**config.mk**
```make
export PLATFORM = sky130hd
export DESIGN_NAME = vmul_top
export DESIGN_NICKNAME = d
export VERILOG_FILES = /design/src/vec_types_pkg.sv /design/src/mul_cfg_pkg.sv /design/src/mul_lane_if.sv /design/src/mul_issue.sv /design/src/multiply_unit.sv /design/src/seq_multiplier.sv /design/src/vmul_top.sv
export SDC_FILE = /design/constraint.sdc
export NUM_CORES = 1
export LEC_CHECK = 0
export BUFFER_PORTS_ARGS = -buffer_cell sky130_fd_sc_hd__buf_2
export CORE_MARGIN = 1
export CORE_UTILIZATION = 30
export CTS_CLUSTER_DIAMETER = 60
export CTS_CLUSTER_SIZE = 40
export DETAILED_ROUTE_END_ITERATION = 7
export GPL_TIMING_DRIVEN = 1
export SETUP_SLACK_MARGIN = 0.1
export SLEW_MARGIN = 0
export SYNTH_ARGS = -nofsm -noshare
export SYNTH_HDL_FRONTEND = slang
export SYNTH_SLANG_ARGS = --single-unit
export TNS_END_PERCENT = 30
```
**constraint.sdc**
```tcl
create_clock -name CLK -period 22 [get_ports CLK]
set_clock_uncertainty 0.05 [all_clocks]
set_input_delay 3.3 -clock CLK [delete_from_list [all_inputs] [get_ports CLK]]
set_output_delay 3.3 -clock CLK [all_outputs]
set_load 0.005 [all_outputs]
```
**src/vec_types_pkg.sv**
```systemverilog
// Element-level definitions for the vector multiply lane.
// Shared by the RTL and the testbench. Files refer to these by scoped
// names, e.g. vec_types_pkg::SEW16, and never import the package.

package vec_types_pkg;

  // element data width, one lane of an RV32 vector register
  localparam int ELEM_W = 32;

  // selected element width, vsew encoding
  // code 2'b11 is reserved and yields a zero product slice
  typedef enum logic [1:0] {
    SEW8  = 2'b00,
    SEW16 = 2'b01,
    SEW32 = 2'b10
  } sew_t;

  // request option bits, carried as separate single-bit fields
  //   is_signed   operands sign-extended from sew, else zero-extended
  //   high_low    1 selects the upper sew half of the product
  //   widen       return the low 32 product bits instead of a sew slice
  //   accumulate  add vs3 to the selected slice
  //   negate      negate the slice before the add, only with accumulate

endpackage

```
**src/mul_cfg_pkg.sv**
```systemverilog
// Sizing of the iterative multiplier and the issue latency that follows.
// Compile after vec_types_pkg, since the iteration count derives from
// the element width.

package mul_cfg_pkg;

  // full product of two element-width magnitudes
  localparam int PROD_W = 2 * vec_types_pkg::ELEM_W;

  // multiplier bits retired per iteration
  localparam int MUL_BITS_PER_CYCLE = 2;

  // iterations per multiply, 16 for 32-bit elements
  localparam int MUL_CYCLES = vec_types_pkg::ELEM_W / MUL_BITS_PER_CYCLE;

  // width of the iteration counter
  localparam int MUL_CNT_W = $clog2(MUL_CYCLES);

  // accept edge to out_valid edge
  // start register + extension register + iterations
  localparam int ISSUE_LATENCY = MUL_CYCLES + 2;

endpackage

```
**src/mul_lane_if.sv**
```systemverilog
// Connection between the issue front end and the multiply unit.
// The issue side owns the request, the unit side returns the result.
// start is a single-cycle pulse while the unit is idle; operands and
// options hold until done, which pulses for one cycle with wdata.

`timescale 1ns/1ns

interface mul_lane_if;

  // request, driven by the issue block
  logic                                start;
  logic [vec_types_pkg::ELEM_W-1:0]    vs1_data;
  logic [vec_types_pkg::ELEM_W-1:0]    vs2_data;
  logic [vec_types_pkg::ELEM_W-1:0]    vs3_data;
  vec_types_pkg::sew_t                 sew;
  logic                                is_signed;
  logic                                high_low;
  logic                                widen;
  logic                                accumulate;
  logic                                negate;

  // response, driven by the multiply unit
  logic                                done;
  logic [vec_types_pkg::ELEM_W-1:0]    wdata;

  modport issue (
    output start, vs1_data, vs2_data, vs3_data, sew,
    output is_signed, high_low, widen, accumulate, negate,
    input  done, wdata
  );

  modport mu (
    input  start, vs1_data, vs2_data, vs3_data, sew,
    input  is_signed, high_low, widen, accumulate, negate,
    output done, wdata
  );

endinterface

```
**src/mul_issue.sv**
```systemverilog
// Issue front end for the vector multiply lane.
// Accepts one request over valid/ready, holds its fields on the lane
// interface and pulses start the cycle after the accept. The result is
// latched on done and offered over valid/ready until taken; no new
// request is accepted while a multiply runs or a result waits.

`timescale 1ns/1ns

module mul_issue (
  input  logic                              CLK,
  input  logic                              nRST,
  input  logic                              in_valid,
  output logic                              in_ready,
  input  logic [vec_types_pkg::ELEM_W-1:0]  in_vs1,
  input  logic [vec_types_pkg::ELEM_W-1:0]  in_vs2,
  input  logic [vec_types_pkg::ELEM_W-1:0]  in_vs3,
  input  vec_types_pkg::sew_t               in_sew,
  input  logic                              in_signed,
  input  logic                              in_high,
  input  logic                              in_widen,
  input  logic                              in_acc,
  input  logic                              in_neg,
  output logic                              out_valid,
  input  logic                              out_ready,
  output logic [vec_types_pkg::ELEM_W-1:0]  out_data,
  mul_lane_if.issue                         lane
);

  typedef enum logic [1:0] {
    IDLE,
    RUNNING,
    HOLDING
  } state_t;

  state_t                            state;
  state_t                            state_next;
  logic                              accept;
  logic                              start_q;

  // captured request
  logic [vec_types_pkg::ELEM_W-1:0]  vs1_q;
  logic [vec_types_pkg::ELEM_W-1:0]  vs2_q;
  logic [vec_types_pkg::ELEM_W-1:0]  vs3_q;
  vec_types_pkg::sew_t               sew_q;
  logic                              signed_q;
  logic                              high_q;
  logic                              widen_q;
  logic                              acc_q;
  logic                              neg_q;

  // result waiting for the consumer
  logic [vec_types_pkg::ELEM_W-1:0]  res_q;

  assign in_ready  = (state == IDLE);
  assign out_valid = (state == HOLDING);
  assign out_data  = res_q;
  assign accept    = in_valid && in_ready;

  always_comb begin
    state_next = state;
    case (state)
      IDLE:    if (accept)    state_next = RUNNING;
      RUNNING: if (lane.done) state_next = HOLDING;
      HOLDING: if (out_ready) state_next = IDLE;
      default: state_next = IDLE;
    endcase
  end

  always_ff @(posedge CLK, negedge nRST) begin
    if (!nRST) begin
      state   <= IDLE;
      start_q <= 1'b0;
    end else begin
      state   <= state_next;
      // single pulse, accept only happens in idle
      start_q <= accept;
    end
  end

  always_ff @(posedge CLK) begin
    if (accept) begin
      vs1_q    <= in_vs1;
      vs2_q    <= in_vs2;
      vs3_q    <= in_vs3;
      sew_q    <= in_sew;
      signed_q <= in_signed;
      high_q   <= in_high;
      widen_q  <= in_widen;
      acc_q    <= in_acc;
      neg_q    <= in_neg;
    end
    if (lane.done) begin
      res_q <= lane.wdata;
    end
  end

  // request fields stay put until the next accept
  assign lane.start      = start_q;
  assign lane.vs1_data   = vs1_q;
  assign lane.vs2_data   = vs2_q;
  assign lane.vs3_data   = vs3_q;
  assign lane.sew        = sew_q;
  assign lane.is_signed  = signed_q;
  assign lane.high_low   = high_q;
  assign lane.widen      = widen_q;
  assign lane.accumulate = acc_q;
  assign lane.negate     = neg_q;

  a_out_stable: assert property (
    @(posedge CLK) disable iff (!nRST)
    (out_valid && !out_ready) |=> (out_valid && $stable(out_data))
  ) else $error("mul_issue: out_data changed under back-pressure");

  // end-to-end latency through the multiply unit
  a_issue_latency: assert property (
    @(posedge CLK) disable iff (!nRST)
    accept |=> !out_valid [*mul_cfg_pkg::ISSUE_LATENCY] ##1 out_valid
  ) else $error("mul_issue: out_valid not at the expected latency");

  a_start_to_done: assert property (
    @(posedge CLK) disable iff (!nRST)
    lane.start |-> ##(mul_cfg_pkg::MUL_CYCLES + 1) lane.done
  ) else $error("mul_issue: done not at the expected cycle after start");

endmodule

```
**src/multiply_unit.sv**
```systemverilog
// Vector multiply unit for one lane.
// Extends vs1/vs2 from the element width into a register stage on start,
// runs the sequential multiplier, then picks the product slice,
// optionally negates it and adds vs3. done and wdata follow finished
// in the same cycle, with no register after the product.

`timescale 1ns/1ns

module multiply_unit (
  input  logic   CLK,
  input  logic   nRST,
  mul_lane_if.mu mif
);

  logic                                  start_q;
  logic                                  pending;

  // extended operands
  logic signed [vec_types_pkg::ELEM_W:0] op_a;
  logic signed [vec_types_pkg::ELEM_W:0] op_b;

  logic                                  finished;
  logic [mul_cfg_pkg::PROD_W-1:0]        product;

  logic                                  sew_ok;
  logic [vec_types_pkg::ELEM_W-1:0]      half_hi;
  logic [vec_types_pkg::ELEM_W-1:0]      half_lo;
  logic [vec_types_pkg::ELEM_W-1:0]      slice;
  logic [vec_types_pkg::ELEM_W-1:0]      acc_term;

  // sign or zero extension from the selected element width
  function automatic logic signed [vec_types_pkg::ELEM_W:0] extend(
    input logic [vec_types_pkg::ELEM_W-1:0] v,
    input vec_types_pkg::sew_t              sew,
    input logic                             sgn
  );
    logic signed [vec_types_pkg::ELEM_W:0] r;
    case (sew)
      vec_types_pkg::SEW8:  r = {{25{sgn & v[7]}}, v[7:0]};
      vec_types_pkg::SEW16: r = {{17{sgn & v[15]}}, v[15:0]};
      vec_types_pkg::SEW32: r = {sgn & v[31], v};
      default:              r = '0;
    endcase
    return r;
  endfunction

  always_ff @(posedge CLK, negedge nRST) begin
    if (!nRST) begin
      start_q <= 1'b0;
      pending <= 1'b0;
    end else begin
      start_q <= mif.start;
      // open from start until the result leaves
      if (mif.start) begin
        pending <= 1'b1;
      end else if (finished) begin
        pending <= 1'b0;
      end
    end
  end

  // vs2 is the multiplicand, vs1 the multiplier
  always_ff @(posedge CLK) begin
    if (mif.start) begin
      op_a <= extend(mif.vs2_data, mif.sew, mif.is_signed);
      op_b <= extend(mif.vs1_data, mif.sew, mif.is_signed);
    end
  end

  seq_multiplier mult_i (
    .CLK          (CLK),
    .nRST         (nRST),
    .start        (start_q),
    .multiplicand (op_a),
    .multiplier   (op_b),
    .finished     (finished),
    .product      (product)
  );

  // sew-wide halves of the product, zero-extended
  always_comb begin
    sew_ok  = 1'b1;
    half_hi = '0;
    half_lo = '0;
    case (mif.sew)
      vec_types_pkg::SEW8: begin
        half_hi[7:0] = product[15:8];
        half_lo[7:0] = product[7:0];
      end
      vec_types_pkg::SEW16: begin
        half_hi[15:0] = product[31:16];
        half_lo[15:0] = product[15:0];
      end
      vec_types_pkg::SEW32: begin
        half_hi = product[63:32];
        half_lo = product[31:0];
      end
      default: begin
        sew_ok = 1'b0;
      end
    endcase

    // reserved width gives zero, widening takes the low word
    if (!sew_ok) begin
      slice = '0;
    end else if (mif.widen) begin
      slice = product[vec_types_pkg::ELEM_W-1:0];
    end else if (mif.high_low) begin
      slice = half_hi;
    end else begin
      slice = half_lo;
    end
  end

  // negate only matters on the accumulate path
  assign acc_term  = mif.negate ? -slice : slice;
  assign mif.wdata = mif.accumulate ? acc_term + mif.vs3_data : slice;
  assign mif.done  = finished;

  a_done_after_start: assert property (
    @(posedge CLK) disable iff (!nRST) mif.done |-> pending
  ) else $error("multiply_unit: done without an open request");

endmodule

```
**src/seq_multiplier.sv**
```systemverilog
// Iterative shift-add multiplier, 33-bit signed operands to a 64-bit product.
// Operands are loaded on start as magnitudes; two multiplier bits are
// retired per cycle. The last iteration is resolved combinationally and
// the sign is applied there, so finished and product appear together on
// the 16th cycle after the load.

`timescale 1ns/1ns

module seq_multiplier (
  input  logic                                    CLK,
  input  logic                                    nRST,
  input  logic                                    start,
  input  logic signed [vec_types_pkg::ELEM_W:0]   multiplicand,
  input  logic signed [vec_types_pkg::ELEM_W:0]   multiplier,
  output logic                                    finished,
  output logic [mul_cfg_pkg::PROD_W-1:0]          product
);

  logic                                  busy;
  logic [mul_cfg_pkg::MUL_CNT_W-1:0]     iter_cnt;
  logic                                  last_iter;

  // operand magnitudes, bit 32 stays clear for 32-bit sources
  logic [vec_types_pkg::ELEM_W:0]        mcand_mag;
  logic [vec_types_pkg::ELEM_W:0]        mplier_mag;

  // working state
  logic [mul_cfg_pkg::PROD_W-1:0]        mcand_sh;
  logic [vec_types_pkg::ELEM_W:0]        mplier_sh;
  logic [mul_cfg_pkg::PROD_W-1:0]        acc;
  logic                                  neg_q;

  logic [mul_cfg_pkg::PROD_W-1:0]        partial;
  logic [mul_cfg_pkg::PROD_W-1:0]        acc_next;

  assign mcand_mag  = multiplicand[vec_types_pkg::ELEM_W] ? -multiplicand : multiplicand;
  assign mplier_mag = multiplier[vec_types_pkg::ELEM_W] ? -multiplier : multiplier;

  // partial product for the low multiplier bits of this step
  always_comb begin
    partial = '0;
    for (int i = 0; i < mul_cfg_pkg::MUL_BITS_PER_CYCLE; i++) begin
      if (mplier_sh[i]) begin
        partial = partial + (mcand_sh << i);
      end
    end
  end

  assign acc_next  = acc + partial;
  assign last_iter = busy &&
                     (iter_cnt == mul_cfg_pkg::MUL_CNT_W'(mul_cfg_pkg::MUL_CYCLES - 1));

  // sign goes on with the final partial
  assign finished = last_iter;
  assign product  = neg_q ? -acc_next : acc_next;

  always_ff @(posedge CLK, negedge nRST) begin
    if (!nRST) begin
      busy     <= 1'b0;
      iter_cnt <= '0;
    end else if (start) begin
      busy     <= 1'b1;
      iter_cnt <= '0;
    end else if (busy) begin
      busy     <= !last_iter;
      iter_cnt <= iter_cnt + 1'b1;
    end
  end

  always_ff @(posedge CLK) begin
    if (start) begin
      mcand_sh  <= {{(mul_cfg_pkg::PROD_W - vec_types_pkg::ELEM_W - 1){1'b0}}, mcand_mag};
      mplier_sh <= mplier_mag;
      acc       <= '0;
      neg_q     <= multiplicand[vec_types_pkg::ELEM_W] ^ multiplier[vec_types_pkg::ELEM_W];
    end else if (busy) begin
      acc       <= acc_next;
      mcand_sh  <= mcand_sh << mul_cfg_pkg::MUL_BITS_PER_CYCLE;
      mplier_sh <= mplier_sh >> mul_cfg_pkg::MUL_BITS_PER_CYCLE;
    end
  end

  // a new load would corrupt the running product
  a_no_start_while_busy: assert property (
    @(posedge CLK) disable iff (!nRST) busy |-> !start
  ) else $error("seq_multiplier: start while iterations remain");

endmodule

```
**src/vmul_top.sv**
```systemverilog
// Top level of the vector multiply lane.
// Request in and write data out over valid/ready with plain ports;
// the issue block and the multiply unit meet on a lane interface.

`timescale 1ns/1ns

module vmul_top (
  input  logic                              CLK,
  input  logic                              nRST,
  input  logic                              in_valid,
  output logic                              in_ready,
  input  logic [vec_types_pkg::ELEM_W-1:0]  in_vs1,
  input  logic [vec_types_pkg::ELEM_W-1:0]  in_vs2,
  input  logic [vec_types_pkg::ELEM_W-1:0]  in_vs3,
  input  vec_types_pkg::sew_t               in_sew,
  input  logic                              in_signed,
  input  logic                              in_high,
  input  logic                              in_widen,
  input  logic                              in_acc,
  input  logic                              in_neg,
  output logic                              out_valid,
  input  logic                              out_ready,
  output logic [vec_types_pkg::ELEM_W-1:0]  out_data
);

  mul_lane_if lane_if ();

  mul_issue issue_i (
    .CLK       (CLK),
    .nRST      (nRST),
    .in_valid  (in_valid),
    .in_ready  (in_ready),
    .in_vs1    (in_vs1),
    .in_vs2    (in_vs2),
    .in_vs3    (in_vs3),
    .in_sew    (in_sew),
    .in_signed (in_signed),
    .in_high   (in_high),
    .in_widen  (in_widen),
    .in_acc    (in_acc),
    .in_neg    (in_neg),
    .out_valid (out_valid),
    .out_ready (out_ready),
    .out_data  (out_data),
    .lane      (lane_if)
  );

  multiply_unit mu_i (
    .CLK  (CLK),
    .nRST (nRST),
    .mif  (lane_if)
  );

endmodule
```
==> impl_metrics.csv, run 1 <==
group,metric,value,unit
cts,clkLatencyLatePin,0.62,ns
sta,fmaxAchievable,75.2,MHz
sta,finalSetupViolCount,0,
grt,grt_overflow_total,0,
critical_path,cp-start-kind,"flop",
cts,cts_buffers,39,
yosys,syn_area,29300,sq um
sta,hold_violations,0,
grt,antenna_found_initial,0,
detailed_routing,initialDrtViolationCount,2061,
cts,postCtsSetupRepairBufs,0,
floorplanning,die_h,315,microns
placement,gp_congestion,0.932,
sta,drv_slew,0,
critical_path,reg2reg_to,"issue_i.out_data[30]",
finish,areaGrowthSynthToFinish,11.7,%
detailed_routing,vias,25400,
finish,drive_gt1_share,11.2,%
finish,stdcell_area,32700,sq um
cts,clkTransAtPathRegs,0.08,ns
detailed_routing,wl_met1,36800,microns
finish,layout_commonest_cell,"nor2_1",
critical_path,crit_top_cell,"a21oi_1",
detailed_routing,wl_met2,39600,microns
finish,antennaDiodeCount,0,
grt,grt_pass1_vias,24300,
grt,grt_pass1_wl,132000,microns
grt,grtUsageTotal,16.4,%
finish,utilization,33.9,%
yosys,syn_nets,3632,
grt,grt_max_degree,99,
min_path,hold_class,"reg2reg",
floorplanning,core,96700,sq um
outcome,status,"complete, no violations",
sta,fin_crit_sh,60.4,%
critical_path,reg2reg_from,"mu_i.mult_i.mplier_sh[0]",
placement,dpl.hpwl,62000,microns
floorplanning,initial_core_util,30.3,%
finish,final_cell_mix,"335 x nor2_1, 310 x a21oi_1, 306 x nand2_1",
detailed_routing,routed_via_density,5.40,
detailed_routing,drc,0,
detailed_routing,wl_met3,3770,microns
sta,worst_slew_pin_slew,1.25,ns
yosys,ys_async_sr_fraction,2.42,%
critical_path,crit_type,"reg2reg",
floorplanning,num_io_pins,141,
detailed_routing,antenna_left,0,
critical_path,worstPathArrival,13.59,ns
sta,fin_tns_setup,0,ns
cts,cts_resized,0,
critical_path,required,22.29,ns
cts,cts_tree,"yes",
critical_path,crit_slowest_cell,"o21ai_0",
cts,cts_sinks,372,
detailed_routing,wl_per_cell,17.7,microns
sta,rsz0062_at_grt,"false",
yosys,ys_seq_area_share,34.7,%
critical_path,reg2reg_slack,8.70,ns
yosys,synth_edf_count,268,
sta,min_period,13.30,ns
cts,cts_hold_repair.buffers,0,
sta,timing.hold.ws,0.426,ns
yosys,netlist_instances,3369,
floorplanning,die-area,99000,sq um
detailed_routing,routed_wl,83000,microns
detailed_routing,drt-pass1-iter-count,6,
detailed_routing,top_layer_used,"met4",
yosys,ys.flop_type,"edfxtp_1",
min_path,hold_end,"issue_i.state[0]",
min_path,holdPathStages,1,
critical_path,crit_fanout,27,
yosys,yosys_warnings,0,
critical_path,endpoint_kind,"flop",
sta,slew_headroom,16.4,%
placement,postPlaceCellArea,31200,sq um
yosys,ys_types,109,
floorplanning,rows,114,
cts,root_buffer,"clkbuf_16",
cts,max-clock-path-buffers,3,
critical_path,slowest_delay,0.71,ns
min_path,hold_start,"issue_i.state[1]",
yosys,avgSynthCellArea,8.70,sq um
floorplanning,die_x,315,microns
critical_path,reg2reg_depth,53,
placement,io_buffer_count,140,
finish,num-nets-final,3658,
yosys,ys_ff_latch,372,
cts,htree_levels,2,
flow_run,drv_cap,0,
[critical path: cells and delay by family, from the launching register on]
kind | cells | cell delay, ns
compound gates | 31 | 8.18
xor+xnor | 3 | 0.45
fa+ha+maj | 6 | 2.11
buf+inv | 2 | 0.27
flops | 1 | 0.36
simple gates | 11 | 1.57
[how the worst max path moves through the flow]
stage,slack [ns],cells after the start,startpoint,endpoint
finish,8.70,53,mu_i.mult_i.mplier_sh[0],issue_i.out_data[30]
global placement,9.12,49,mu_i.mult_i.mplier_sh[0],issue_i.out_data[30]
CTS,8.82,49,mu_i.mult_i.mplier_sh[0],issue_i.out_data[30]
global route,7.36,53,mu_i.mult_i.mplier_sh[0],issue_i.out_data[31]
floorplan,9.85,58,mu_i.mult_i.mplier_sh[0],issue_i.out_data[31]
detailed placement,8.92,49,mu_i.mult_i.mplier_sh[0],issue_i.out_data[30]
[synthesized netlist by cell type (all sizes together), types with 35 or more instances]
| cell type | instances | area, sq um |
|---|---|---|
| clkbuf | 162 | 608 |
| mux2i | 101 | 1010 |
| ha | 153 | 1910 |
| nand2 | 307 | 1150 |
| a211oi | 38 | 303 |
| nor3 | 79 | 427 |
| dfxtp | 95 | 1900 |
| inv | 75 | 282 |
| mux2 | 56 | 631 |
| or3 | 38 | 238 |
| o21a | 35 | 263 |
| nand4 | 36 | 225 |
| and2 | 90 | 563 |
| and3 | 39 | 244 |
| edfxtp | 268 | 8050 |
| a21oi | 314 | 1590 |
| nand3 | 57 | 285 |
| xor2 | 128 | 1120 |
| o31ai | 56 | 440 |
| o21ai | 214 | 1070 |
| a21o | 72 | 541 |
| nor2 | 335 | 1260 |
| xnor2 | 115 | 1010 |
[routing by layer]
metal | global-route usage [%] | vias to the layer above
li1 | - | 12600
met1 | 20.8 | 12000
met2 | 28.1 | 623
met3 | 2.38 | 156
met4 | 6.13 | 0
met5 | 0 | -
[registers in the layout, indices dropped and copies added (netlist names)]
register and cells:
mu_i.mult_i.busy 1, issue_i.lane.accumulate 1, issue_i.lane.widen 1, mu_i.mult_i.neg_q 1
issue_i.lane.vs1_data 32, issue_i.state 2, issue_i.out_data 32, issue_i.lane.vs2_data 32
mu_i.mult_i.iter_cnt 4, issue_i.lane.negate 1, issue_i.lane.is_signed 1, issue_i.lane.vs3_data 32
mu_i.mult_i.acc 64, issue_i.lane.sew 2, issue_i.lane.start 1, mu_i.start_q 1
mu_i.mult_i.mplier_sh 33, mu_i.op_a 33, issue_i.lane.high_low 1, mu_i.op_b 33
mu_i.mult_i.mcand_sh 64
[area by class of cell]
| class | instances | area (sq um) |
|---|---|---|
| Clock buffer | 40 | 1000 |
| Clock inverter | 32 | 596 |
| Fill cell | 10100 | 64000 |
| Inverter | 77 | 289 |
| Multi-Input combinational cell | 2738 | 18200 |
| Sequential cell | 372 | 10200 |
| Tap cell | 1276 | 1600 |
| Timing Repair Buffer | 167 | 903 |
[cell families after synthesis]
kind of cell,share of synthesized area [%]
flip-flops,34.7
multiplexers,5.60
XOR/XNOR,7.26
AO/OA/AOI/OAI,22.2
adder cells (fa/ha/maj),6.84
buffers and inverters,3.36
AND/OR/NAND/NOR,20.1
[stage by stage]
step                      setup slack, ns  std cells
after floorplan                      9.85       3369
after global placement               9.12       4630
after detailed placement             8.92       4630
after CTS                            8.82       4702
after global routing                 7.36       4702
final                                8.70       4702
Power of run 1 is left out: the tool's default activity adds up to more than one toggle a clock period on the data nets, which glitch-free logic cannot reach.
==> run 2: changes to the inputs <==
clock period = 11.35 ns   (was 22 ns; I/O delays follow)
==> run 2 against run 1 <==
Against the previous run:
- fmax rose by 20%
- worst setup slack worse by 8.4 ns
- flip-flop and latch count did not move
- critical path depth is 4 higher
- register-to-register slack got worse by 8.4 ns
- sequential share of layout area fell by 1.8 points
- final area rose by 6.1%
- critical path type unchanged
- largest cell class unchanged
- highest routed layer unchanged
==> impl_metrics.csv, run 2 (synthesis results as in run 1) <==
group,metric,value,unit
placement,dpl.hpwl,63900,microns
detailed_routing,routed_via_density,5.38,
sta,rsz0062_at_grt,"true",
cts,cts_sinks,372,
critical_path,slowest_delay,0.56,ns
detailed_routing,drt-pass1-iter-count,5,
detailed_routing,vias,26400,
grt,grt_max_degree,95,
floorplanning,core,96700,sq um
finish,drive_gt1_share,18.7,%
finish,num-nets-final,3856,
grt,grtUsageTotal,16.6,%
cts,clkLatencyLatePin,0.61,ns
critical_path,reg2reg_slack,0.29,ns
sta,hold_violations,0,
min_path,hold_class,"reg2reg",
cts,max-clock-path-buffers,3,
detailed_routing,initialDrtViolationCount,1882,
sta,min_period,11.06,ns
grt,grt_pass1_wl,135000,microns
placement,io_buffer_count,140,
finish,reg_top3,"mu_i.mult_i.acc x64, mu_i.mult_i.mcand_sh x64",
cts,clkTransAtPathRegs,0.08,ns
floorplanning,initial_core_util,30.3,%
outcome,status,"complete, no violations",
finish,seq_area,10200,sq um
grt,grt_pass1_vias,24900,
floorplanning,die_x,315,microns
floorplanning,die_h,315,microns
detailed_routing,wl_per_cell,17.2,microns
cts,htree_levels,2,
critical_path,worstPathArrival,11.32,ns
cts,root_buffer,"clkbuf_16",
grt,grt_overflow_total,0,
critical_path,endpoint_kind,"flop",
critical_path,crit_slowest_cell,"or4_4",
floorplanning,num_io_pins,141,
detailed_routing,antenna_left,0,
cts,cts_buffers,38,
cts,cts_tree,"yes",
placement,gp_congestion,0.946,
critical_path,crit_fanout,7,
critical_path,cp-start-kind,"flop",
detailed_routing,routed_wl,84300,microns
sta,drv_slew,0,
floorplanning,rows,114,
floorplanning,die-area,99000,sq um
sta,fin_crit_sh,97.5,%
flow_run,drv_cap,0,
sta,worst_slew_pin_slew,1.18,ns
detailed_routing,drc,0,
finish,layout_commonest_cell,"nor2_1",
finish,nFillCells,9940,
sta,slew_headroom,21.3,%
sta,fmaxAchievable,90.4,MHz
critical_path,required,11.61,ns
sta,finalSetupViolCount,0,
grt,antenna_found_initial,4,
finish,utilization,35.9,%
critical_path,crit_top_cell,"o31a_1",
finish,final_cell_mix,"332 x nor2_1, 303 x nand2_1, 293 x a21oi_1",
finish,multi_input_area,18800,sq um
finish,areaGrowthSynthToFinish,18.5,%
critical_path,crit_type,"reg2reg",
run 2: cell type report:
class	instances	share of cell area, %
diodes	4	0.0288
clock buffers	39	2.75
clock inverters	31	1.43
inverters	77	0.839
multi-input cells	2738	54.1
flip-flops and latches	372	29.3
well taps	1276	4.60
repair buffers	366	6.98
run 2: stage by stage:
| step | hold WS [ns] | cells | setup WS (ns) | instance area (sq um) | setup TNS (ns) |
|---|---|---|---|---|---|
| finish | 0.425 | 4903 | 0.285 | 34700 | 0 |
| global route | 0.457 | 4903 | -0.309 | 34700 | -0.309 |
| CTS | 0.429 | 4857 | 0.101 | 34000 | 0 |
| detailed placement | 0.418 | 4784 | -0.0697 | 32400 | -0.0799 |
| global placement | 0.411 | 4784 | 0.121 | 32400 | 0 |
| floorplan | 0.385 | 3369 | 0.107 | 29500 | 0 |
run 2: layer usage:
metal | wire length (microns) | track usage (%) | share of wire (%) | up-vias
li1 | - | - | - | 13000
met1 | 36800 | 21.2 | 44 | 12600
met2 | 40900 | 28.9 | 48 | 652
met3 | 3660 | 1.86 | 4.3 | 168
met4 | 3030 | 5.64 | 3.6 | 0
met5 | 0 | 0 | 0 | -
run 2: what timing repair did:
| action | in CTS | in global routing |
|---|---|---|
| resized for setup | 12 | 106 |
| buffers inserted | 3 | 42 |
| pin swaps | 6 | 68 |
| hold buffers | 0 | 0 |
| setup endpoints to repair | 3 | 8 |
run 2: worst max-delay path: cells and delay by family, from the launching register on:
family                     cells  cell delay [ns]
AOI/OAI and AO/OA             24             4.91
xor gates and xnor gates       4             0.54
adders and majority gates      4             1.18
buffers and inverters          5             0.56
DFF                            1             0.43
muxes                          3             0.64
and+or+nand+nor               17             2.43
run 2: worst paths after layout:
check / depth (start not counted) / startpoint / to
setup / recovery: 57 / mu_i.mult_i.mplier_sh[0] / issue_i.out_data[31]
hold / removal: 1 / issue_i.state[1] / issue_i.state[0]
setup reg to reg: 57 / mu_i.mult_i.mplier_sh[0] / issue_i.out_data[31]
hold reg to reg: 1 / issue_i.state[1] / issue_i.state[0]
max in group asynchronous: 1 / nRST / mu_i.start_q
min in group asynchronous: 1 / nRST / issue_i.state[1]
Power of run 2 is left out for the same reason.
